$ cat src/common/gat_cfg.svh
/*
 * Sizes and constants for the graph-attention coefficient pipeline.
 * Include this header wherever a width, depth or shift is needed.
 * All RTL modules take their sizes from here.
 */

`ifndef GAT_CFG_SVH
`define GAT_CFG_SVH

// ====================
// node and vector sizes
// ====================
`define GAT_NUM_FEAT     8
`define GAT_TREE_LEVELS  3

// signed operand widths
`define GAT_A_WIDTH      8
`define GAT_WH_WIDTH     12
`define GAT_DOT_WIDTH    24

// ====================
// coefficient output
// ====================
`define GAT_COEF_WIDTH   8
`define GAT_COEF_SHIFT   8

// also the initial credit count at the ingress
`define GAT_FIFO_DEPTH   8

`endif

$ cat src/common/gat_ctrl_pkg.sv
/*
 * Control encodings of the attention pipeline.
 * Holds the host opcodes and the states of the four-phase receiver.
 */

`default_nettype none

package gat_ctrl_pkg;

  // host command opcodes
  typedef enum logic [1:0] {
    OP_NOP       = 2'd0,
    OP_LOAD_ATTN = 2'd1,
    OP_NODE      = 2'd2
  } gat_op_e;

  // four-phase receiver states
  typedef enum logic [1:0] {
    HS_IDLE      = 2'd0,
    HS_ACK       = 2'd1,
    HS_WAIT_DROP = 2'd2
  } hs_state_e;

endpackage

`default_nettype wire

$ cat src/common/gat_types_pkg.sv
/*
 * Packed data types of the attention pipeline: weight vectors, node
 * features, host commands, pipeline items and dot product results.
 * Opcode fields use the enum from the control package.
 */

`default_nettype none

`include "gat_cfg.svh"

package gat_types_pkg;

  // one signed attention weight, one half of the vector
  typedef logic signed [`GAT_A_WIDTH-1:0] attn_w_t;
  typedef attn_w_t [`GAT_NUM_FEAT-1:0] attn_half_t;

  typedef struct packed {
    attn_half_t src;
    attn_half_t nbr;
  } attn_vec_t;

  // transformed node features
  typedef logic signed [`GAT_WH_WIDTH-1:0] wh_elem_t;
  typedef wh_elem_t [`GAT_NUM_FEAT-1:0] wh_vec_t;

  // command as presented on the host link
  typedef struct packed {
    gat_ctrl_pkg::gat_op_e op;
    logic                  src_flag;
    wh_vec_t               wh;
    attn_vec_t             attn;
  } host_cmd_t;

  // item issued by the ingress into the dot stage
  typedef struct packed {
    gat_ctrl_pkg::gat_op_e op;
    logic                  src_flag;
    wh_vec_t               wh;
    attn_vec_t             attn;
  } pipe_item_t;

  typedef struct packed {
    logic                            src_flag;
    logic signed [`GAT_DOT_WIDTH-1:0] src_dot;
    logic signed [`GAT_DOT_WIDTH-1:0] nbr_dot;
  } dot_res_t;

endpackage

`default_nettype wire

$ cat src/design/gat_ingress.sv
/*
 * Host-side receiver. Runs the four-phase req/ack protocol and turns each
 * accepted command into a one-cycle pipeline item. Node commands consume
 * a credit, and slot-freed pulses from the output FIFO return them.
 */

`timescale 1ns/1ps
`default_nettype none

`include "gat_cfg.svh"

module gat_ingress (
  input  logic                     clk,
  input  logic                     rst_n,
  input  logic                     req_i,
  input  gat_types_pkg::host_cmd_t cmd_i,
  output logic                     ack_o,
  input  logic                     slot_free_i,
  output logic                     item_vld_o,
  output gat_types_pkg::pipe_item_t item_o
);

  import gat_ctrl_pkg::*;

  localparam int DEPTH = `GAT_FIFO_DEPTH;
  localparam int CRW   = $clog2(DEPTH + 1);

  hs_state_e      state_q;
  logic [CRW-1:0] credit_q;
  logic           is_node;
  logic           accept;
  logic           take_credit;

  // loads and nops never wait for a credit
  assign is_node     = (cmd_i.op == OP_NODE);
  assign accept      = (state_q == HS_IDLE) && req_i && (!is_node || (credit_q != '0));
  assign take_credit = accept && is_node;

  // ====================
  // handshake FSM
  // ====================
  always_ff @(posedge clk or negedge rst_n) begin
    if (!rst_n) begin
      state_q    <= HS_IDLE;
      ack_o      <= 1'b0;
      item_vld_o <= 1'b0;
    end else begin
      item_vld_o <= 1'b0;
      case (state_q)
        HS_IDLE: begin
          if (accept) begin
            state_q    <= HS_ACK;
            ack_o      <= 1'b1;
            item_vld_o <= 1'b1;
          end
        end
        HS_ACK: begin
          // hold ack until the host lets go of req
          if (!req_i) begin
            state_q <= HS_WAIT_DROP;
            ack_o   <= 1'b0;
          end
        end
        HS_WAIT_DROP: begin
          // ack stays low a full cycle before the next request
          state_q <= HS_IDLE;
        end
        default: begin
          state_q <= HS_IDLE;
          ack_o   <= 1'b0;
        end
      endcase
    end
  end

  // one credit per free FIFO slot
  always_ff @(posedge clk or negedge rst_n) begin
    if (!rst_n) begin
      credit_q <= CRW'(DEPTH);
    end else begin
      credit_q <= credit_q - CRW'(take_credit) + CRW'(slot_free_i);
    end
  end

  // command capture on the accepting edge
  always_ff @(posedge clk) begin
    if (accept) begin
      item_o.op       <= cmd_i.op;
      item_o.src_flag <= cmd_i.src_flag;
      item_o.wh       <= cmd_i.wh;
      item_o.attn     <= cmd_i.attn;
    end
  end

endmodule

`default_nettype wire

$ cat config.mk
export PLATFORM = sky130hd
export DESIGN_NAME = gat_ingress
export DESIGN_NICKNAME = d
export VERILOG_FILES = /design/src/common/gat_ctrl_pkg.sv /design/src/common/gat_types_pkg.sv /design/src/design/gat_ingress.sv
export VERILOG_INCLUDE_DIRS = /design/src /design/src/common
export SDC_FILE = /design/constraint.sdc
export NUM_CORES = 1
export LEC_CHECK = 0
export ABC_AREA = 1
export BUFFER_PORTS_ARGS = -buffer_cell sky130_fd_sc_hd__buf_4
export CAP_MARGIN = 20
export CORE_AREA = 2 2 180 182
export DETAILED_ROUTE_END_ITERATION = 6
export DIE_AREA = 0 0 182 184
export SETUP_SLACK_MARGIN = 0.4
export SLEW_MARGIN = 20
export SYNTH_ARGS = -nofsm -noshare
export SYNTH_HDL_FRONTEND = slang
export SYNTH_SLANG_ARGS = --single-unit
$ cat constraint.sdc
create_clock -name clk -period 6.4 [get_ports clk]
set_clock_uncertainty 0.05 [all_clocks]
set_input_delay 1.28 -clock clk [delete_from_list [all_inputs] [get_ports clk]]
set_output_delay 1.28 -clock clk [all_outputs]
set_load 0.02 [all_outputs]
---- Word-level counts from Yosys, hierarchy flattened ----
Index checks and enable logic that the tools add are counted.
operators by class
  add/sub/neg operators ................... 2
  equal/unequal tests ..................... 5
  muxes and demuxes ....................... 8
  bitwise logic cells ..................... 1
  reduce and logical (&&, ||, !) cells .... 9
operators by type and width
  cell                number
  $add 4x1->4         1
  $eq 2x2->1 const B  2
  $mux 1              4
  $mux 2              2
  $ne 2x2->1 const B  2
  $pmux 2 s2          1
  $reduce_bool 4->1   1
  $sub 4x1->4         1
  $logic_and 1x1->1   3
  $pmux 1 s3          1
  $reduce_and 3->1    1
  $eq 2x1->1 const B  1
  $logic_not 2->1     1
  $reduce_and 2->1    1
  $logic_not 1->1     1
  $logic_or 1x1->1    1
  $not 1->1           1
word-level totals
  register bits ........................... 235
  input bits .............................. 231
  output and inout bits ................... 229
  word-level logic and storage cells ...... 55

---- Longest topological paths before layout ----
  word-level depth ........................ 7
  gate-level depth with buffers ........... 12
  gate-level depth less buffers ........... 12

---- Least setup slack after synthesis ----
Ideal clock, no wire load.
  kind .................................... input to register
  start point ............................. input port req_i
  end point ............................... register item_o[0] (netlist name), enable pin
  setup time .............................. 579 ps
  arrival ................................. 5924 ps
  data required time ...................... 5771 ps
  slack ................................... -153 ps
  cell stages on the path ................. 4
  buffers on the path ..................... 0
  cells stage by stage .................... inv_2 -> nor3_4 -> nand2_2 -> inv_1
between the ends
  word-level cells in the longest chain between the ends .. 2
RTL lines
  element                          RTL line           source
  start, declared                  gat_ingress.sv:15  input logic req_i,
  $logic_and 1x1->1 (2 in series)  gat_ingress.sv:36  assign accept = (state_q == HS_IDLE) && req_i && (!is_node || (credit_q != '0));
  end, declared                    gat_ingress.sv:20  output gat_types_pkg::pipe_item_t item_o
No other way between the ends.
A chain may end at the register's enable or synchronous reset.

---- Worst setup path in the final report ----
  start point ............................. input port req_i
  end point ............................... register item_o[200] (netlist name), enable pin
The elaborated chain is that of the path after synthesis.

==> reports/metrics.yaml <==
run_status:
  outcome: "completed"
die:
  die_y_um: 184
  die_w_um: 182
  die_area_sq_mm: 0.0335
  initial_core_util: 0.231
  ios: 460
  rows: 65
  core_region_area_sq_mm: 0.0314
place:
  portBuffers: 459
  dp_hpwl_um: 16400
  placed_cell_area_sq_mm: 0.0113
  gp_congestion: 0.795
sta:
  finalWorstPathRequiredPeriod_ns: 2.68
  max_slew_margin: 0.610
  worst_slew_pin_slew_ns: 0.584
  final-hold-violation-count: 0
  rsz0062_at_grt: "false"
  slew_viol_final: 0
  period_share: 0.418
  fin_setup_tns_ns: 0
  timing.hold.ws_ns: 0.507
  max_freq_mhz: 373
  setup_violations: 0
cts:
  cts_setup_buffers: 0
  cts.clk_slew.worst_paths_ns: 0.06
  ctsHoldBuffers: 0
  cts_resized: 0
  cts_buffers: 27
  cts_root_buf: "clkbuf_16"
  insertion_delay_ns: 0.53
  cts_tree: "built"
  cts_buffer_depth: 3
  clock_sinks: 235
  h-tree-depth: 1
global_routing:
  grt_pass1_wl_um: 29800
  grt_antenna_before_repair: 2
  grt_usage: 0.120
  grt_max_degree: 99
  grt_pass1_vias: 4700
  grt_overflow: 0
routing:
  first_pass_iters: 4
  avgViaCountPerCell: 3.84
  drcViolationCount: 0
  ant_nets: 0
  wl_um: 21700
  vias: 4570
  avgRoutedWirePerCell_um: 18.2
  drtIter0Drc: 186
power:
  power_density_mw_per_mm2: 383
  p_total_mw: 4.65
  ir_worst_vdd_v: 0.000285
  leakage_nw: 5.02
critical_path:
  slowest_stage: "buf_12"
  crit_chain: "buf_4 -> inv_2 -> nor3_4 -> nand2_2 -> clkinvlp_4 -> buf_12 -> buf_12"
  cp_top_family: "buffers and inverters"
  cp.arrival_ns: 2.78
  worstSetupPathType: "primary input to flip-flop"
  crit_path_max_fanout: 98
  worstPathRequired_ns: 6.51
  regToRegSetupSlack_ns: 3.94
  crit_buf_inv: 5
  cp-start-kind: "primary input"
  cpPeakStageDelay_ns: 0.40
  cp_common_cell: "buf_12"
  endpoint_kind: "flip-flop"
synth:
  synth.largest_area_cell: "edfxtp_1"
  synth_top_cells_by_area: "edfxtp_1 94%, dfrtp_1 2.4%, ha_1 0.86%"
  synth_top_area_share: 0.938
  yosysWarningCount: 0
  synthesis.instances: 276
  syn_area_per_cell_sq_um: 26.3
  seq_area_frac_synth: 0.966
  syn_area_sq_mm: 0.00726
  synth_seq_cells: 235
  synth_nets: 513
  ys_types: 16
layout:
  fin_nets: 1004
  syn2layout_area_growth_pct: 66.8
  drive_gt1_frac: 0.645
  stdcell_area_sq_mm: 0.0121
run:
  max_cap_violations: 0
worst_hold_path:
  hold_path_class: "primary input to asynchronous set/reset pin"
==> worst paths after layout <==
kind / start / endpoint / cells after the start
max in group asynchronous: rst_n / credit_q[3] / 1
worst min-delay path: rst_n / credit_q[0] / 1
min in group clk: ack_o / ack_o / 2
worst max register to register: credit_q[3] / item_o[200] / 7
worst min register to register: ack_o / ack_o / 2
worst max-delay path: req_i / item_o[200] / 7
==> logic make-up after synthesis <==
logic type	count (synthesis)	share of synthesized area
AOI/OAI and AO/OA	1	0.000688
xor gates and xnor gates	1	0.00121
adders and majority gates	6	0.0114
buffers and inverters	14	0.00723
DFF	235	0.966
and+or+nand+nor	19	0.0134
==> report_power, final <==
| group | switching (mW) | total (mW) | internal [mW] |
|---|---|---|---|
| Sequential | 0.0870 | 2.13 | 2.04 |
| Combinational | 0.634 | 1.05 | 0.420 |
| Clock | 0.606 | 1.46 | 0.856 |
| Total | 1.33 | 4.65 | 3.32 |
==> worst reg2reg max path, stage by stage (launching register included) <==
cell and delay (ns):
dfstp_2 0.51, inv_1 0.03, ha_1 0.19, nand3_1 0.10
nand2_2 0.09, clkinvlp_4 0.30, buf_12 0.26, buf_12 0.42
==> routing by layer <==
| metal | up-vias | wire length [um] | global-route usage |
|---|---|---|---|
| met4 | 2 | 613 | 0.0371 |
| met1 | 2205 | 7730 | 0.133 |
| met2 | 255 | 10800 | 0.203 |
| met3 | 40 | 2530 | 0.0578 |
| li1 | 2068 | - | - |
| met5 | - | 15 | 0 |
==> cell usage after synthesis <==
cell type	number
inv_2	2
xor2_1	1
nand3_1	5
inv_1	12
o21ai_0	1
dfstp_2	1
nor3_4	1
edfxtp_1	227
dfrtp_1	7
nand2_1	8
nor2_2	1
nand2_2	1
nand4_1	1
fa_1	1
nor2_1	2
ha_1	5
==> layout make-up <==
cell class / count / area [sq um]
diodes: 1 / 2.50
clock inverters: 16 / 138
well taps: 402 / 503
multi-input cells: 27 / 194
fillers: 2940 / 19300
repair buffers: 462 / 3510
flip-flops and latches: 235 / 7020
clock buffers: 33 / 698
inverters: 14 / 56.3
==> cell usage in the layout, fill, tap and decap left out <==
master / count
dfrtp_1: 7
inv_1: 11
inv_2: 2
ha_1: 5
nand2_1: 8
edfxtp_1: 227
nand3_1: 5
inv_6: 2
clkbuf_16: 27
fa_1: 1
nand2_2: 1
buf_4: 459
dfstp_2: 1
clkbuf_1: 6
diode_2: 1
nand4_1: 1
clkinv_1: 4
clkinv_2: 6
bufinv_16: 2
buf_12: 3
nor2_1: 2
xor2_1: 1
clkinvlp_4: 3
nor2_2: 1
nor3_4: 1
o21ai_0: 1
==> registers in the layout, indices dropped and copies added, names as in the netlist <==
name / count
item_o: 227
credit_q: 4
state_q: 2
ack_o: 1
item_vld_o: 1
==> per-stage QoR <==
step	util	setup WS, ns	instances
floorplan	-	1.01	276
finish	0.386	3.72	1190
CTS	0.385	3.32	1188
detailed placement	0.359	2.75	1139
global route	0.386	3.61	1189
global placement	0.359	2.80	1139
No activity file was read; power rests on OpenSTA's default activity.
