[src/common/gat_cfg.svh]
/*
 * Sizes and constants for the graph-attention coefficient pipeline.
 * Include this header wherever a width, depth or shift is needed.
 * All RTL modules take their sizes from here.
 */

`ifndef GAT_CFG_SVH
`define GAT_CFG_SVH

// ====================
// node and vector sizes
// ====================
`define GAT_NUM_FEAT     8
`define GAT_TREE_LEVELS  3

// signed operand widths
`define GAT_A_WIDTH      8
`define GAT_WH_WIDTH     12
`define GAT_DOT_WIDTH    24

// ====================
// coefficient output
// ====================
`define GAT_COEF_WIDTH   8
`define GAT_COEF_SHIFT   8

// also the initial credit count at the ingress
`define GAT_FIFO_DEPTH   8

`endif

[src/common/gat_ctrl_pkg.sv]
/*
 * Control encodings of the attention pipeline.
 * Holds the host opcodes and the states of the four-phase receiver.
 */

`default_nettype none

package gat_ctrl_pkg;

  // host command opcodes
  typedef enum logic [1:0] {
    OP_NOP       = 2'd0,
    OP_LOAD_ATTN = 2'd1,
    OP_NODE      = 2'd2
  } gat_op_e;

  // four-phase receiver states
  typedef enum logic [1:0] {
    HS_IDLE      = 2'd0,
    HS_ACK       = 2'd1,
    HS_WAIT_DROP = 2'd2
  } hs_state_e;

endpackage

`default_nettype wire

[src/common/gat_types_pkg.sv]
/*
 * Packed data types of the attention pipeline: weight vectors, node
 * features, host commands, pipeline items and dot product results.
 * Opcode fields use the enum from the control package.
 */

`default_nettype none

`include "gat_cfg.svh"

package gat_types_pkg;

  // one signed attention weight, one half of the vector
  typedef logic signed [`GAT_A_WIDTH-1:0] attn_w_t;
  typedef attn_w_t [`GAT_NUM_FEAT-1:0] attn_half_t;

  typedef struct packed {
    attn_half_t src;
    attn_half_t nbr;
  } attn_vec_t;

  // transformed node features
  typedef logic signed [`GAT_WH_WIDTH-1:0] wh_elem_t;
  typedef wh_elem_t [`GAT_NUM_FEAT-1:0] wh_vec_t;

  // command as presented on the host link
  typedef struct packed {
    gat_ctrl_pkg::gat_op_e op;
    logic                  src_flag;
    wh_vec_t               wh;
    attn_vec_t             attn;
  } host_cmd_t;

  // item issued by the ingress into the dot stage
  typedef struct packed {
    gat_ctrl_pkg::gat_op_e op;
    logic                  src_flag;
    wh_vec_t               wh;
    attn_vec_t             attn;
  } pipe_item_t;

  typedef struct packed {
    logic                            src_flag;
    logic signed [`GAT_DOT_WIDTH-1:0] src_dot;
    logic signed [`GAT_DOT_WIDTH-1:0] nbr_dot;
  } dot_res_t;

endpackage

`default_nettype wire

[src/attn_dot/attn_dot.sv]
/*
 * Dot product stage. Keeps the attention vector from the last load item
 * and, for each node item, forms the source and neighbour dot products.
 * One registered multiply stage plus a registered adder tree, 4 cycles.
 */

`timescale 1ns/1ps
`default_nettype none

`include "gat_cfg.svh"

module attn_dot (
  input  logic                      clk,
  input  logic                      rst_n,
  input  logic                      item_vld_i,
  input  gat_types_pkg::pipe_item_t item_i,
  output logic                      dot_vld_o,
  output gat_types_pkg::dot_res_t   dot_o
);

  import gat_ctrl_pkg::*;
  import gat_types_pkg::*;

  localparam int N     = `GAT_NUM_FEAT;
  localparam int LV    = `GAT_TREE_LEVELS;
  localparam int DW    = `GAT_DOT_WIDTH;
  localparam int NODES = 2 * N - 1;

  attn_vec_t           attn_q;
  attn_half_t          half_w [2];
  logic signed [DW-1:0] tree_q [2][NODES];
  logic [LV:0]         vld_q;
  logic [LV:0]         flag_q;
  logic                node_in;
  logic                load_in;

  assign node_in = item_vld_i && (item_i.op == OP_NODE);
  assign load_in = item_vld_i && (item_i.op == OP_LOAD_ATTN);

  // ====================
  // attention vector
  // ====================
  always_ff @(posedge clk) begin
    if (load_in) begin
      attn_q <= item_i.attn;
    end
  end

  // index 0 is the source half, 1 the neighbour half
  assign half_w[0] = attn_q.src;
  assign half_w[1] = attn_q.nbr;

  // ====================
  // multiply and reduce
  // ====================
  // tree_q holds all levels back to back with the leaves first and the root last
  for (genvar h = 0; h < 2; h++) begin : g_half
    for (genvar k = 0; k < N; k++) begin : g_mul
      always_ff @(posedge clk) begin
        if (node_in) begin
          tree_q[h][k] <= $signed(half_w[h][k]) * $signed(item_i.wh[k]);
        end
      end
    end

    for (genvar l = 1; l <= LV; l++) begin : g_lvl
      localparam int PRV = 2 * N - ((2 * N) >> (l - 1));
      localparam int CUR = 2 * N - ((2 * N) >> l);
      for (genvar k = 0; k < (N >> l); k++) begin : g_add
        always_ff @(posedge clk) begin
          tree_q[h][CUR + k] <= tree_q[h][PRV + 2 * k] + tree_q[h][PRV + 2 * k + 1];
        end
      end
    end
  end

  // valid follows the data through multiply and every tree level
  always_ff @(posedge clk or negedge rst_n) begin
    if (!rst_n) begin
      vld_q <= '0;
    end else begin
      vld_q <= {vld_q[LV-1:0], node_in};
    end
  end

  always_ff @(posedge clk) begin
    flag_q <= {flag_q[LV-1:0], item_i.src_flag};
  end

  assign dot_vld_o = vld_q[LV];
  assign dot_o = '{
    src_flag: flag_q[LV],
    src_dot:  tree_q[0][NODES-1],
    nbr_dot:  tree_q[1][NODES-1]
  };

endmodule

`default_nettype wire

[config.mk]
export PLATFORM = sky130hd
export DESIGN_NAME = attn_dot
export DESIGN_NICKNAME = d
export VERILOG_FILES = /design/src/common/gat_ctrl_pkg.sv /design/src/common/gat_types_pkg.sv /design/src/attn_dot/attn_dot.sv
export VERILOG_INCLUDE_DIRS = /design/src /design/src/common
export SDC_FILE = /design/constraint.sdc
export NUM_CORES = 2
export LEC_CHECK = 0
export BUFFER_PORTS_ARGS = -buffer_cell sky130_fd_sc_hd__buf_2
export CAP_MARGIN = 10
export CORE_ASPECT_RATIO = 1.1
export CORE_UTILIZATION = 46
export CTS_BUF_LIST = sky130_fd_sc_hd__clkbuf_8
export DETAILED_ROUTE_END_ITERATION = 6
export SLEW_MARGIN = 20
export SYNTH_ARGS = -nofsm -noshare
export SYNTH_HDL_FRONTEND = slang
export SYNTH_SLANG_ARGS = --single-unit
[constraint.sdc]
create_clock -name clk -period 6.3 [get_ports clk]
set_input_delay 0.63 -clock clk [delete_from_list [all_inputs] [get_ports clk]]
set_output_delay 0.63 -clock clk [all_outputs]
set_load 0.02 [all_outputs]
### After elaboration in Yosys (flattened, before gate mapping)

Memory sizes are Yosys's and may differ from the RTL's.
Index checks and enable logic that the tools add are counted.

| word-level totals | value |
|---|---|
| RAM bits | 720 |
| flip-flop bits (word level) | 136 |
| word-level logic and storage cells | 55 |
| memories | 1 |

Memories:

| name | words | bits a word | read ports | clocked after memory_dff | wr ports | RTL line | source |
|---|---|---|---|---|---|---|---|
| tree_q | 2 | 360 | 2 | 0 | 2 | attn_dot.sv:31 | `logic signed [DW-1:0] tree_q [2][NODES];` |

| operators by class | value |
|---|---|
| muxes and demuxes | 2 |
| equality and inequality tests | 2 |
| multipliers | 16 |
| reductions and logical operators | 2 |
| add/sub/neg operators | 14 |

Operators with widths:

| cell | number |
|---|---|
| $add 24x24->24 | 14 |
| $mul 8x12->20 | 16 |
| $eq 2x1->1 const B | 1 |
| $eq 2x2->1 const B | 1 |
| $logic_and 1x1->1 | 2 |
| $mux 1 | 2 |

### Longest topological paths before layout

| depth | value |
|---|---|
| word-level depth | 4 |
| depth in mapped cells | 22 |
| gate-level depth less buffers | 21 |

### Worst setup path before layout

No wires, ideal clock.

| timing | value |
|---|---|
| kind | input to register |
| start point | input port item_vld_i |
| end point | register vld_q[0] |
| cell stages on the path | 2 |
| library setup time | 1.530 ns |
| path buffers | 0 |
| arrival time | 14.122 ns |
| path slack | -9.353 ns |
| required time | 4.770 ns |
| cell sequence | nand2_1 -> nor2_1 |

| between the ends | value |
|---|---|
| longest elaborated chain between the ends | 1 |

Ends and longest elaborated chain:

| what | RTL line | source |
|---|---|---|
| start, declared | attn_dot.sv:15 | `input logic item_vld_i,` |
| $logic_and 1x1->1 | attn_dot.sv:37 | `assign node_in = item_vld_i && (item_i.op == OP_NODE);` |
| via node_in | attn_dot.sv:34 | `logic node_in;` |
| end signal, assigned | attn_dot.sv:82 | `vld_q <= {vld_q[LV-1:0], node_in};` |
| end, declared | attn_dot.sv:32 | `logic [LV:0] vld_q;` |

The timed path passes the listed nets, and every way through them passes these cells.
A chain may end at the register's enable or synchronous reset.

==> metrics.md <==
| Metric | Value |
|---|---|
| Outcome | finished, violations left |
| Violated checks | DRC |
| Tmin final | 5.26 ns |
| Post-synth ARST share | 0.505% |
| Max clock buf depth | 3 |
| Fmax | 0.190 GHz |
| Synth top area share | around 28% |
| CP required | 7.00 ns |
| Leakage | 46.4 nW |
| Synth cell types | 90 |
| Via density | 5.13 |
| Design area | 98000 sq um |
| Post-CTS sizing | 0 |
| Critical Path Max Stage Delay | between 0.5 and 0.6 ns |
| Final hold vios | 0 |
| Largest net degree at the start of global routing | 167 |
| Register area | 20400 sq um |
| FF+latch count, synth | 792 |
| Die Y | between 400 and 500 um |
| RSZ-0062 raised after global routing | no |
| Final Skew | 0.0459 ns |
| Number of global-route vias before repair | 66000 |
| Area leader, netlist | fa_1 |
| Power density over the cells | approximately 460 nW/um^2 |
| Syn Area/Cell | ~9.8 sq um |
| Seq/Total Area, Yosys | 22.7% |
| CTS tree | built |
| Mapped Cells | 9182 |
| Max-slew headroom | between 20 and 25% |
| IO Pins | 280 |
| Core Box Area | 193000 sq um |
| Switching share of power | 46.5% |
| Number of fill cells | 17800 |
| Setup slack, reg-to-reg | 1.04 ns |
| Root buf cell | clkbuf_8 |
| Final Cycle Share | between 80% and 90% |
| Dominant cell by count in the synthesized netlist | inv_1 |
| DR iter-0 viols | 3308 |
| Drt drc | 76 |
| Share of layout cells above drive strength 1 | 6.01% |
| Critical Path Most Common Cell | fa_1 |
| P_sw | about 21 mW |
| Util after Layout | 50.7% |
| Setup TNS | 0 ns |
| CP Capture Type | flop |
| Via count | ~62000 |
| Post-Synthesis Cell Area | about 90000 sq um |
| Dpl hpwl | around 180000 um |
| First drt pass iteration count | 7 |
| Clk pwr share | approximately 13% |
| Worst-path cell chain | clkinv_1, nor2_1, fa_1, fa_1, fa_1, inv_1, fa_1, inv_1, ha_1, o21a_1, nor2_1, a211o_1, a311oi_1, o21a_1, o21a_1, nor4_1, a311oi_1 |
| Top cells by area, synth | fa_1 (28%), edfxtp_1 (15%), ha_1 (12%) |
| Fin nets | 11900 |
| Detail Route Antenna Nets | 0 |
| Critical path data arrival time | around 6.0 ns |
| GRT overflow | 0 |
| Internal | 24.1 mW |
| Tot Pwr | 45.1 mW |
| CTS Buf Count | 150 |
| DP Area | 93300 sq um |
| CTS clk-pin slew, worst paths | approximately 0.060 ns |
| Synth Flop Type | edfxtp_1 |
| Commonest cells post-synth | inv_1 (1769), fa_1 (1278), and2_1 (940) |
| Reg2reg start | attn_q[71]$_DFFE_PP_ |
| Sequential Power Share | 21.2% |
| Initial antenna violation count | 23 |
| Post-Syn Nets | 11600 |
| Ys Warns | 0 |
| Slew Viols, Final | 0 |
| Worst Setup SP | attn_q[71]$_DFFE_PP_ |
| Worst-path fanout max | 9 |
| Final setup fails | 0 |
| Starting Density | 46.5% |
| Worst-Skew Late Latency | 0.91 ns |
| Worst Tran Pin Value | 1.15 ns |
| Post-synth EDFFs | 448 |
| Global-route wire length before repair | around 360000 um |
| Synth-to-Final Area Change | 9.05% |
| Hold WC Path Type | in2reg |
| CTS HTree Levels | 4 |
| CP max-delay cell | edfxtp_1 |
| GP Congestion | 0.905 |
| CTS sink cnt | between 700 and 800 |
| Total global-route track usage | 23.3% |
| DIE AREA | 197000 sq um |
| Gate power share | roughly two thirds |
| Port Buf Inserts | 279 |
| Row Count | 169 |
| CP Launch Type | flop |
| Max-cap violations | 0 |
| DR WL/cell | roughly 18 um |
| Die width | 423 um |
| Peak supply drop | 0.285 mV |
| Total routed wirelength | 223000 um |
| Multi-input logic area | roughly 62000 sq um |
| Crit Path Category | reg2reg |
| Hold Crit Start | item_i[34] |
[through the flow]
stage          hold WS, ns  cells  setup slack (ns)
2_1_floorplan        0.310   9182             0.418
3_3_place_gp         0.316  11800             0.933
3_5_place_dp         0.314  11800             0.872
4_1_cts             0.0133  12200              1.06
5_1_grt             0.0405  12200             0.708
6_report             0.111  12200              1.04
[cell type report]
| type | instances | area share (%) |
|---|---|---|
| repair buffers | 416 | 2.83 |
| multi-input cells | 6334 | 62.9 |
| well taps | 2565 | 3.27 |
| inverters | 1774 | 6.79 |
| diodes | 8 | 0.0204 |
| clock buffers | 178 | 2.50 |
| flip-flops and latches | 792 | 20.8 |
| clock inverters | 101 | 0.932 |
[flip-flops by register name, indices dropped and copies added (netlist names)]
register	cells
vld_q	4
attn_q	128
tree_q	656
flag_q	4
[cells by family (layout without fill, tap and decap cells)]
family                     after synthesis  after routing  share of synthesized area (%)
muxes                                    9              9                          0.102
and+or+nand+nor                       2544           2544                           14.6
adders and majority gates             2168           2168                           40.9
buffers and inverters                 2056           2469                           8.79
DFF                                    792            792                           22.7
AOI/OAI and AO/OA                     1079           1079                           7.78
other                                    0              8                              0
xor gates and xnor gates               534            534                           5.20
[per-layer routing]
layer	up-vias	routed length [um]	track usage, %
met5	-	140	0
li1	29600	-	-
met1	31100	95100	29.8
met2	1349	109000	39.7
met4	20	8740	8.74
met3	393	10600	3.38
[cells in the final DEF, fill, tap and decap left out, drive strengths merged, types with 124 or more instances in the layout]
| cell | synthesis | layout |
|---|---|---|
| inv | 1769 | 1810 |
| fa | 1278 | 1278 |
| and2 | 940 | 940 |
| ha | 890 | 890 |
| nand2 | 620 | 620 |
| edfxtp | 448 | 448 |
| xnor2 | 446 | 446 |
| nor2 | 424 | 424 |
| dfxtp | 340 | 340 |
| a21oi | 328 | 328 |
| buf | 51 | 287 |
| o21ai | 230 | 230 |
| clkbuf | 231 | 178 |
| dlygate4sd3 | 0 | 129 |
| a21o | 124 | 124 |
[critical path: cells and delay by family (launching register included)]
kind,cells,cell delay (ns)
AO/OA/AOI/OAI,6,1.41
adder cells (fa/ha/maj),5,2.24
buffers and inverters,3,0.49
flip-flops,1,0.59
AND/OR/NAND/NOR,3,0.35
[worst paths after layout]
| check | depth (start not counted) | endpoint |
|---|---|---|
| worst max-delay path | 17 | tree_q[0][358]$_DFFE_PP_ |
| worst min-delay path | 1 | attn_q[34]$_DFFE_PP_ |
| worst max register to register | 17 | tree_q[0][358]$_DFFE_PP_ |
| worst min register to register | 0 | flag_q[2]$_DFF_P_ |
| max in group asynchronous | 3 | vld_q[0]$_DFF_PN0_ |
| min in group asynchronous | 3 | vld_q[3]$_DFF_PN0_ |
[power by group through the flow]
stage | Sequential, mW | Combinational [mW] | Clock (mW)
5_1_grt | 9.63 | 33.7 | 6.11
3_3_place_gp | 9.67 | 29.3 | 0
2_1_floorplan | 8.72 | 22.6 | 0
6_report | 9.54 | 29.8 | 5.73
4_1_cts | 9.57 | 30.1 | 5.93
3_5_place_dp | 9.63 | 29.6 | 0
[repair_timing]
action / 4_1_cts / 5_1_grt
hold buffers: 129 / 0
buffers inserted: 0 / 0
hold endpoints to repair: 131 / 0
Power figures use the tool's default switching activity.
