==> src/common/gat_cfg.svh <==
/*
 * Sizes and constants for the graph-attention coefficient pipeline.
 * Include this header wherever a width, depth or shift is needed.
 * All RTL modules take their sizes from here.
 */

`ifndef GAT_CFG_SVH
`define GAT_CFG_SVH

// ====================
// node and vector sizes
// ====================
`define GAT_NUM_FEAT     8
`define GAT_TREE_LEVELS  3

// signed operand widths
`define GAT_A_WIDTH      8
`define GAT_WH_WIDTH     12
`define GAT_DOT_WIDTH    24

// ====================
// coefficient output
// ====================
`define GAT_COEF_WIDTH   8
`define GAT_COEF_SHIFT   8

// also the initial credit count at the ingress
`define GAT_FIFO_DEPTH   8

`endif

==> src/design/coef_fifo.sv <==
/*
 * Output FIFO for coefficients. Written on every valid from the activation
 * stage and popped by the consumer with valid/ready. Each pop sends a
 * slot-freed pulse back to the ingress credit counter.
 */

`timescale 1ns/1ps
`default_nettype none

`include "gat_cfg.svh"

module coef_fifo (
  input  logic                       clk,
  input  logic                       rst_n,
  input  logic                       wr_vld_i,
  input  logic [`GAT_COEF_WIDTH-1:0] wr_data_i,
  output logic                       coef_vld_o,
  output logic [`GAT_COEF_WIDTH-1:0] coef_o,
  input  logic                       coef_rdy_i,
  output logic                       slot_free_o
);

  localparam int DEPTH = `GAT_FIFO_DEPTH;
  localparam int AW    = $clog2(DEPTH);
  localparam int CW    = `GAT_COEF_WIDTH;

  logic [CW-1:0] mem [DEPTH];
  logic [AW-1:0] wr_ptr_q;
  logic [AW-1:0] rd_ptr_q;
  logic [AW:0]   count_q;
  logic          pop;

  assign coef_vld_o = (count_q != '0);
  assign coef_o     = mem[rd_ptr_q];
  assign pop        = coef_vld_o && coef_rdy_i;

  // ingress credits keep the writes in bounds
  always_ff @(posedge clk) begin
    if (wr_vld_i) begin
      mem[wr_ptr_q] <= wr_data_i;
    end
  end

  // pointers wrap naturally since the depth is a power of two
  always_ff @(posedge clk or negedge rst_n) begin
    if (!rst_n) begin
      wr_ptr_q    <= '0;
      rd_ptr_q    <= '0;
      count_q     <= '0;
      slot_free_o <= 1'b0;
    end else begin
      if (wr_vld_i) begin
        wr_ptr_q <= wr_ptr_q + 1'b1;
      end
      if (pop) begin
        rd_ptr_q <= rd_ptr_q + 1'b1;
      end
      count_q     <= count_q + (AW + 1)'(wr_vld_i) - (AW + 1)'(pop);
      slot_free_o <= pop;
    end
  end

endmodule

`default_nettype wire

==> config.mk <==
export PLATFORM = sky130hd
export DESIGN_NAME = coef_fifo
export DESIGN_NICKNAME = d
export VERILOG_FILES = /design/src/design/coef_fifo.sv
export VERILOG_INCLUDE_DIRS = /design/src /design/src/common
export SDC_FILE = /design/constraint.sdc
export NUM_CORES = 1
export LEC_CHECK = 0
export ABC_AREA = 1
export BUFFER_PORTS_ARGS = -buffer_cell sky130_fd_sc_hd__buf_2
export CELL_PAD_IN_SITES_DETAIL_PLACEMENT = 0
export CELL_PAD_IN_SITES_GLOBAL_PLACEMENT = 1
export CORE_ASPECT_RATIO = 0.5
export CORE_MARGIN = 3
export CORE_UTILIZATION = 51
export CTS_CLUSTER_DIAMETER = 80
export DETAILED_ROUTE_END_ITERATION = 10
export PLACE_DENSITY_LB_ADDON = 0.1
export SKIP_LAST_GASP = 1
export SYNTH_ARGS = -nofsm -noshare
export SYNTH_HDL_FRONTEND = slang
export SYNTH_SLANG_ARGS = --single-unit
==> constraint.sdc <==
create_clock -name clk -period 3.5 [get_ports clk]
set_clock_uncertainty 0.05 [all_clocks]
set_input_delay 0.7 -clock clk [delete_from_list [all_inputs] [get_ports clk]]
set_output_delay 0.7 -clock clk [all_outputs]
set_load 0.05 [all_outputs]
# After elaboration in Yosys (flattened, before gate mapping)
# Memories as Yosys holds them, arrays and structs flattened.
# Index checks and enable logic that the tools add are counted.
dict set report totals {
  regBits 11
  ram_bits 64
  out_inout_bits 10
  elab_cells 13
  memories 1
}
dict set report op_classes {
  n_addsub 4
  muxes 2
  n_reduce_logical 2
}
# name depth word_bits rd rd_ports_with_merged_regs write_ports line
set mem_list {}
lappend mem_list {mem 8 8 1 0 1 coef_fifo.sv:27} ;# logic [CW-1:0] mem [DEPTH];
# cell count
set ops {}
lappend ops {{adder 3 x 1 -> 3 bit, second input constant} 2}
lappend ops {{adder 4 x 1 -> 4 bit} 1}
lappend ops {{nonzero test 4 bit} 1}
lappend ops {{subtractor 4 x 1 -> 4 bit} 1}
lappend ops {{2-to-1 mux 1 bit} 2}
lappend ops {{logical AND 1 bit} 1}

# Depth between registers and ports, before layout
# Gate-level depths: netlist of run 1.
dict set report logic_depth {
  word_depth 3
  ltp_mapped 11
  ltp_nobuf 11
}

# Worst setup path after synthesis of run 1
# Ideal clock, no wire load.
dict set report synth_timing {
  kind {reg-to-reg}
  startpoint {reg count_q[2]}
  endpoint {reg count_q[2]}
  setup_time_ns 0.123
  arrival_time_ns 2.325
  required_time_ns 3.327
  slack_ns 1.003
  stages_incl_launch_ff 12
  n_path_buf 0
  path_cell_list {dfrtp_1 -> inv_1 -> ha_1 -> nand3_1 -> nand2_1 -> inv_1 -> ha_1 -> inv_1 -> ha_1 -> inv_1 -> fa_1 -> xnor2_1}
}
dict set report synth_between {
  elab_chain_len 3
  word_cells_on_any_way 4
  cone_classes {2 x add/sub; 2 x reduce/logical}
}
# item line
set synth_rtl {}
lappend synth_rtl {{from (decl)} coef_fifo.sv:30} ;# logic [AW:0] count_q;
lappend synth_rtl {{from (signal assigned)} coef_fifo.sv:58} ;# count_q <= count_q + (AW + 1)'(wr_vld_i) - (AW + 1)'(pop);
lappend synth_rtl {{nonzero test 4 bit} coef_fifo.sv:33} ;# assign coef_vld_o = (count_q != '0);
lappend synth_rtl {{named net coef_vld_o} coef_fifo.sv:17} ;# output logic coef_vld_o,
lappend synth_rtl {{logical AND 1 bit} coef_fifo.sv:35} ;# assign pop = coef_vld_o && coef_rdy_i;
lappend synth_rtl {{named net pop} coef_fifo.sv:31} ;# logic pop;
lappend synth_rtl {{subtractor 4 x 1 -> 4 bit} coef_fifo.sv:58}
# The timed path passes the listed nets, and every way through them passes these cells.
# A chain may end at the register's enable or synchronous reset.

# Final worst setup path of run 1
dict set report layout_timing {
  startpoint {reg rd_ptr_q[0]}
  endpoint {out coef_o[7]}
}
dict set report layout_between {
  elab_chain_len 1
}
# item line
set layout_rtl {}
lappend layout_rtl {{from (decl)} coef_fifo.sv:29} ;# logic [AW-1:0] rd_ptr_q;
lappend layout_rtl {{from (signal assigned)} coef_fifo.sv:56} ;# rd_ptr_q <= rd_ptr_q + 1'b1;
lappend layout_rtl {{memory (8 x 8 bit)} --}
lappend layout_rtl {{to (decl)} coef_fifo.sv:18} ;# output logic [`GAT_COEF_WIDTH-1:0] coef_o,
# Every way passes these cells.

==> results of run 1 <==
==> per-layer routing <==
metal / vias to the layer above / part of all wire (%) / global-route usage, % / routed length, um
met5: - / 0 / 0 / 0
met4: 0 / 0.69 / 3.77 / 47
met3: 6 / 6.1 / 6.72 / 410
met2: 53 / 43 / 27.3 / 2930
met1: 1038 / 50 / 28.0 / 3380
li1: 1120 / - / - / -
==> synth_stat cells <==
cell type,n
inv_4,1
o21ai_0,3
or2_2,1
buf_6,5
nand3_1,34
edfxtp_1,64
nor2_1,8
a21oi_1,1
xor2_1,3
buf_2,2
nand2_2,10
nand2_1,107
xnor2_1,2
ha_1,7
buf_4,4
inv_1,79
dfrtp_1,11
fa_1,1
inv_6,1
==> stage by stage <==
stage,area (um^2),utilization (%)
after CTS,3880,61.5
final,3880,61.5
after detailed placement,3630,57.5
after global routing,3880,61.5
after floorplan,3450,-
after global placement,3630,57.5
==> final timing paths <==
| kind | endpoint | start | slack, ns |
|---|---|---|---|
| worst max register to register | count_q[2] | count_q[2] | 1.33 |
| worst max-delay path | coef_o[7] | rd_ptr_q[0] | 0.63 |
| worst min register to register | wr_ptr_q[0] | wr_ptr_q[0] | 0.49 |
| min in group clk | wr_ptr_q[0] | wr_ptr_q[0] | 0.49 |
| worst min-delay path | slot_free_o | rst_n | 0.19 |
| max in group asynchronous | rd_ptr_q[0] | rst_n | 3.00 |
==> final cells by class <==
type,count,area [um^2]
sequential,75,2200
clock inverter,4,17.5
timing repair buffer,29,165
tap,88,110
inverter,81,312
multi-input combinational,177,842
fill,542,2430
clock buffer,12,236
==> cells in the final DEF (no fill, tap or decap), drive strengths merged <==
cell type / netlist / layout
a21oi: 1 / 1
buf: 11 / 29
clkbuf: 0 / 12
clkinv: 0 / 4
dfrtp: 11 / 11
edfxtp: 64 / 64
fa: 1 / 1
ha: 7 / 7
inv: 81 / 81
nand2: 117 / 117
nand3: 34 / 34
nor2: 8 / 8
o21ai: 3 / 3
or2: 1 / 1
xnor2: 2 / 2
xor2: 3 / 3
==> power groups by stage <==
stage	combinational, uW	clock [uW]	sequential [uW]
after floorplan	1120	0	1180
after global placement	1270	0	1260
after detailed placement	1290	0	1270
after CTS	1310	804	1250
after global routing	1450	856	1270
final	1290	794	1250
==> kinds of logic after synthesis <==
group | Yosys count | synth area share (%)
AO/OA/AOI/OAI | 4 | 0.580
XOR/XNOR | 5 | 1.27
flip-flops | 75 | 63.7
adder cells (fa/ha/maj) | 8 | 3.12
AND/OR/NAND/NOR | 160 | 19.5
buffers and inverters | 92 | 11.8
==> registers in the layout (all words and copies together) (netlist names) <==
name / count
count_q: 4
mem: 64
rd_ptr_q: 3
slot_free_o: 1
wr_ptr_q: 3
==> metrics.md, run 1 <==
| Metric | Value |
|---|---|
| Status | complete, no violations |
| PortBufs | 21 |
| RePlAce Congestion | 0.772 |
| Post-Place Cells | 450 |
| Pins Over Slew Limit | 0 |
| Logic pwr share | between 30% and 40% |
| First-pass GRT wire length | around 11 mm |
| Setup crit end kind | output pin |
| Die area | between 7000 and 8000 um^2 |
| # clock sinks | between 70 and 80 |
| Num rows | 20 |
| Routed len/inst | around 15 um |
| Global Route Usage Sum | 19.0% |
| Global route total overflow | 0 |
| Unique masters post-synth | 19 |
| Worst setup SP type | flip-flop |
| Seq pwr share | between 30% and 40% |
| Final count of hold timing violations | 0 |
| Mean cell area of the mapped netlist | around 10 um^2 |
| Max_cap viols | 0 |
| Worst setup margin | approximately 0.63 ns |
| Worst-margin pin slew | roughly 1.0 ns |
| Synth area leader | edfxtp_1 |
| CTS H-Tree Depth | 3 |
| LEAKAGE | between 0.0015 and 0.002 uW |
| CP top delay family | flip-flops |
| Hold Crit Class | in2async |
| Post-synthesis sequential area ratio | 63.7% |
| Via density per instance | 4.76 |
| Setup TNS | 0 ns |
| Detail Route Antenna Nets | 0 |
| Fmax | 349 MHz |
| Layout area overhead | 12.6% |
| Switching Fraction | between 40% and 50% |
| Worst Hold Margin | between 0.15 and 0.2 ns |
| Antenna diode count | 0 |
| Die height | about 64 um |
| R2R cell count | 11 |
| CP bufs+invs | 2 |
| Crit Path Max Fanout | 33 |
| Critical Path RT | 2.75 ns |
| DR pass1 iterations | 4 |
| Fin cells | ~470 |
| Final period utilization | 81.9% |
| Routed wire length | ~6.8 mm |
| WP depth | 7 |
| Worst path cell trace | inv_6 -> nand2_1 -> nand3_1 -> nand2_1 -> nand2_1 -> nand2_1 -> buf_2 |
| Vias in the first global route | slightly above 2,000 |
| Largest net degree at the start of global routing | 34 |
| Layout cells sized above 1 | 14.0% |
| Root buffer cell | clkbuf_16 |
| Synthesized cell area | ~3400 um^2 |
| Area share of the largest cell type after synthesis | about 56% |
| Syn_nets | 364 |
| RSZ-0062 raised after global routing | false |
| Post-layout min period | about 2.9 ns |
| Slowest cell on the critical path | dfrtp_1 |
| Cells after Synth | 344 |
| DP HPWL | approximately 4.3 mm |
| Switching Power | approximately 1400 uW |
| Flops & latches, synth | 75 |
| Core area | 6310 um^2 |
| Starting Density | between 50% and 60% |
| Clk_lat worst skew | around 0.33 ns |
| Final setup viols | 0 |
| CTS tree | done |
| Cell Int Power | slightly below 2000 uW |
| Die width | between 100 and 150 um |
| # resized after CTS | 0 |
| Dpl ws | a little over 1 ns |
| DRC Markers | 0 |
| Setup bufs post-CTS | 0 |
| Peak VDD IR | 0.514 mV |
| Final nets | roughly 400 |
| Worst relative slew slack | about a third |
| Worst-path clk slew | around 0.050 ns |
| Via count | between 2,000 and 2,500 |
| CP Data Arrival Time | between 2 and 2.5 ns |
| Synth top area cells | edfxtp_1, nand2_1, inv_1, dfrtp_1, nand3_1 |
| Most used cell, CP | nand2_1 |
| Overall Power | 3340 uW |
| Post-CTS Hold Buffers | 0 |
| PD cells | ~860 nW/um^2 |
| I/O pin total | 22 |
| Worst stage delay on the critical path | slightly below 0.8 ns |
| Kind of critical path | reg2out |
| Antenna violations before repair | 0 |
| Clk network pwr share | between 20% and 30% |
| Initial drt markers | 179 |
| Clk buf depth | 2 |
| CTS buffer count | 9 |
| Yosys warns | 0 |
Note: power is estimated with default switching activity, not from simulation.
==> inputs of run 2 (changes only) <==
--- a/config.mk
+++ b/config.mk
@@ -12,7 +12,7 @@
 export CELL_PAD_IN_SITES_GLOBAL_PLACEMENT = 1
 export CORE_ASPECT_RATIO = 0.5
 export CORE_MARGIN = 3
-export CORE_UTILIZATION = 51
+export CORE_UTILIZATION = 43
 export CTS_CLUSTER_DIAMETER = 80
 export DETAILED_ROUTE_END_ITERATION = 10
 export PLACE_DENSITY_LB_ADDON = 0.1
==> constraint.sdc (replaced) <==
create_clock -name clk -period 2.3 [get_ports clk]
set_clock_uncertainty 0.05 [all_clocks]
set_input_delay 0.46 -clock clk [delete_from_list [all_inputs] [get_ports clk]]
set_output_delay 0.46 -clock clk [all_outputs]
set_load 0.05 [all_outputs]
==> metrics.md, run 2 (synthesis gave the netlist of run 1 again) <==
| Metric | Value |
|---|---|
| Status | complete, no violations |
| Starting Density | 45.7% (-9.0 points) |
| Setup TNS | 0 ns (unchanged) |
| DP HPWL | 4.27 mm (about the same) |
| Root buffer cell | clkbuf_16 |
| Critical Path RT | 1.79 ns (-0.96 ns) |
| Vias in the first global route | 2,090 (+2.2%) |
| Largest net degree at the start of global routing | 34 (unchanged) |
| DRC Markers | 0 (unchanged) |
| Antenna violations before repair | 0 (unchanged) |
| CP Data Arrival Time | 1.64 ns (-0.48 ns) |
| Switching Power | 2130 uW (+53%) |
| CTS H-Tree Depth | 3 (unchanged) |
| Die width | 133 um (+8.5%) |
| CTS tree | done |
| Seq pwr share | 33.4% (-4.1 points) |
| Overall Power | 5420 uW (+62%) |
| R2R cell count | 11 (unchanged) |
| Worst setup SP type | flip-flop |
| Global Route Usage Sum | 15.9% (-3.1 points) |
| Hold Crit Class | in2reg |
| Worst-margin pin slew | 0.386 ns (-0.618 ns) |
| Worst relative slew slack | 74.2% (+41 points) |
| Worst-path clk slew | 0.05 ns (about the same) |
| Worst Hold Margin | 0.360 ns (+0.170 ns) |
| Setup crit end kind | output pin |
| Worst stage delay on the critical path | 0.48 ns (-0.30 ns) |
| RSZ-0062 raised after global routing | false |
| Initial drt markers | 173 (-3.4%) |
| Logic pwr share | 40.3% (+1.6 points) |
| Final nets | 399 (+1.5%) |
| # clock sinks | 75 (unchanged) |
| Global route total overflow | 0 (unchanged) |
| Biggest register | mem |
| Routed wire length | 6.73 mm (-0.72%) |
| Final setup viols | 0 (unchanged) |
| Largest regs | mem: 64 flops, count_q: 4 flops |
| Worst path cell trace | inv_4 -> nand3_1 -> nand2_1 -> nand2_1 -> nand2_1 -> buf_2 |
| DR pass1 iterations | 4 (unchanged) |
| I/O pin total | 22 (unchanged) |
| Peak VDD IR | 0.737 mV (+43%) |
| Layout area overhead | 17.2% |
| LEAKAGE | 0.00192 uW (+3.3%) |
| Layout cells sized above 1 | 16.1% (+2.1 points) |
| Via count | 2,180 (-1.7%) |
| CTS buffer count | 9 (unchanged) |
| Detail Route Antenna Nets | 0 (unchanged) |
| Slowest cell on the critical path | dfrtp_1 |
| Max_cap viols | 0 (unchanged) |
| Worst hold path depth | 1 |
| Final period utilization | between 90% and 100% |
| PD cells | 1340 nW/um^2 (+56%) |
| Num rows | 22 (+10%) |
| PortBufs | 21 (unchanged) |
| Pins Over Slew Limit | 0 (unchanged) |
| Clk_lat worst skew | 0.32 ns (about the same) |
| Kind of critical path | reg2out |
| Final count of hold timing violations | 0 (unchanged) |
| Die area | 9190 um^2 (+17%) |
| Max reg flops | 64 (unchanged) |
| Setup bufs post-CTS | 0 (unchanged) |
| Routed len/inst | 13.7 um (-6.0%) |
| Crit Path Max Fanout | 17 (-48%) |
| WP depth | 6 (-1) |
| Fmax | between 400 and 500 MHz |
| Via density per instance | 4.43 (-6.9%) |
| Clk buf depth | 2 (unchanged) |
| CP bufs+invs | 2 (unchanged) |
| Most common cell after layout, fill and taps aside | nand2_1 |
| Cell Int Power | 3300 uW (+69%) |
| Switching Fraction | 39.2% (-2.3 points) |
| Most frequent cells in the layout | nand2_1, inv_1, edfxtp_1 |
| Fill cells | 682 (+26%) |
| Post-layout min period | 2.15 ns |
| Core area | 7540 um^2 (+20%) |
| CP top delay family | buffers and inverters |
| Antenna diode count | 0 (unchanged) |
| First-pass GRT wire length | 10.9 mm (+1.3%) |
| Clk network pwr share | 26.2% (+2.4 points) |
| RePlAce Congestion | 0.751 (-2.6%) |
| Most used cell, CP | nand2_1 |
| Die height | 69.3 um (+8.1%) |
run 2: cell types whose count changed in the layout (fill, tap and decap cells not counted), moves of 2 or more:
cell / previous run / this run
bufinv_16: 0 / 2
clkbuf_1: 3 / 1
buf_4: 8 / 11
buf_12: 0 / 2
run 2: cell type report:
cell class | instances | area (um^2) | area share (%)
Clock buffer | 10 | 229 | 5.67
Inverter | 81 | 314 | 7.77
Timing Repair Buffer | 35 | 238 | 5.88
Sequential cell | 75 | 2200 | 54.4
Tap cell | 108 | 135 | 3.34
Clock inverter | 6 | 80.1 | 1.98
Multi-Input combinational cell | 177 | 847 | 21.0
run 2: what timing repair did:
| item | CTS | global route |
|---|---|---|
| setup endpoints to repair | 0 | 8 |
| endpoints found under the hold margin | 11 | 0 |
| resized for setup | 0 | 2 |
| hold buffers | 1 | 0 |
run 2: path summary, 6_finish.rpt:
kind | startpoint | to | slack [ns]
worst max-delay path | rd_ptr_q[1] | coef_o[2] | 0.15
worst min-delay path | wr_data_i[4] | mem[2][4] | 0.36
worst max register to register | count_q[2] | count_q[1] | 0.16
worst min register to register | wr_ptr_q[0] | wr_ptr_q[0] | 0.48
max in group asynchronous | rst_n | rd_ptr_q[0] | 1.49
min in group asynchronous | rst_n | count_q[0] | 0.49
run 2: power by group through the flow:
stage | Clock [uW] | Combinational (uW) | Sequential [uW]
2_1_floorplan | 0 | 1720 | 1790
3_3_place_gp | 0 | 2180 | 1830
3_5_place_dp | 0 | 2210 | 1840
4_1_cts | 1450 | 2220 | 1810
5_1_grt | 1520 | 2450 | 1840
6_report | 1420 | 2190 | 1810
run 2: per-stage QoR:
step                utilization (%)  worst slack, ns  instances  area [um^2]
floorplan                         -          0.00838        344         3450
global placement               49.3            0.259        475         3720
detailed placement             49.3            0.168        475         3720
CTS                            53.5           0.0595        492         4040
global route                   53.6           0.0298        492         4040
finish                         53.6            0.152        492         4040
run 2: routing by layer:
layer / GRT usage, % / part of all wire, % / vias to the layer above
met5: 0 / 0 / -
met4: 5.99 / 1.7 / 0
met3: 4.78 / 3.8 / 9
met2: 24.2 / 45 / 38
met1: 21.6 / 50 / 1004
li1: - / - / 1129
run 2: worst reg2reg max path, cell delays in order (launching register included):
cell and delay, ns:
dfrtp_1 0.36, inv_1 0.08, ha_1 0.17, nand3_2 0.09, nand2_1 0.12, inv_1 0.10
ha_1 0.27, inv_1 0.05, ha_1 0.14, inv_1 0.06, fa_1 0.49, inv_1 0.04
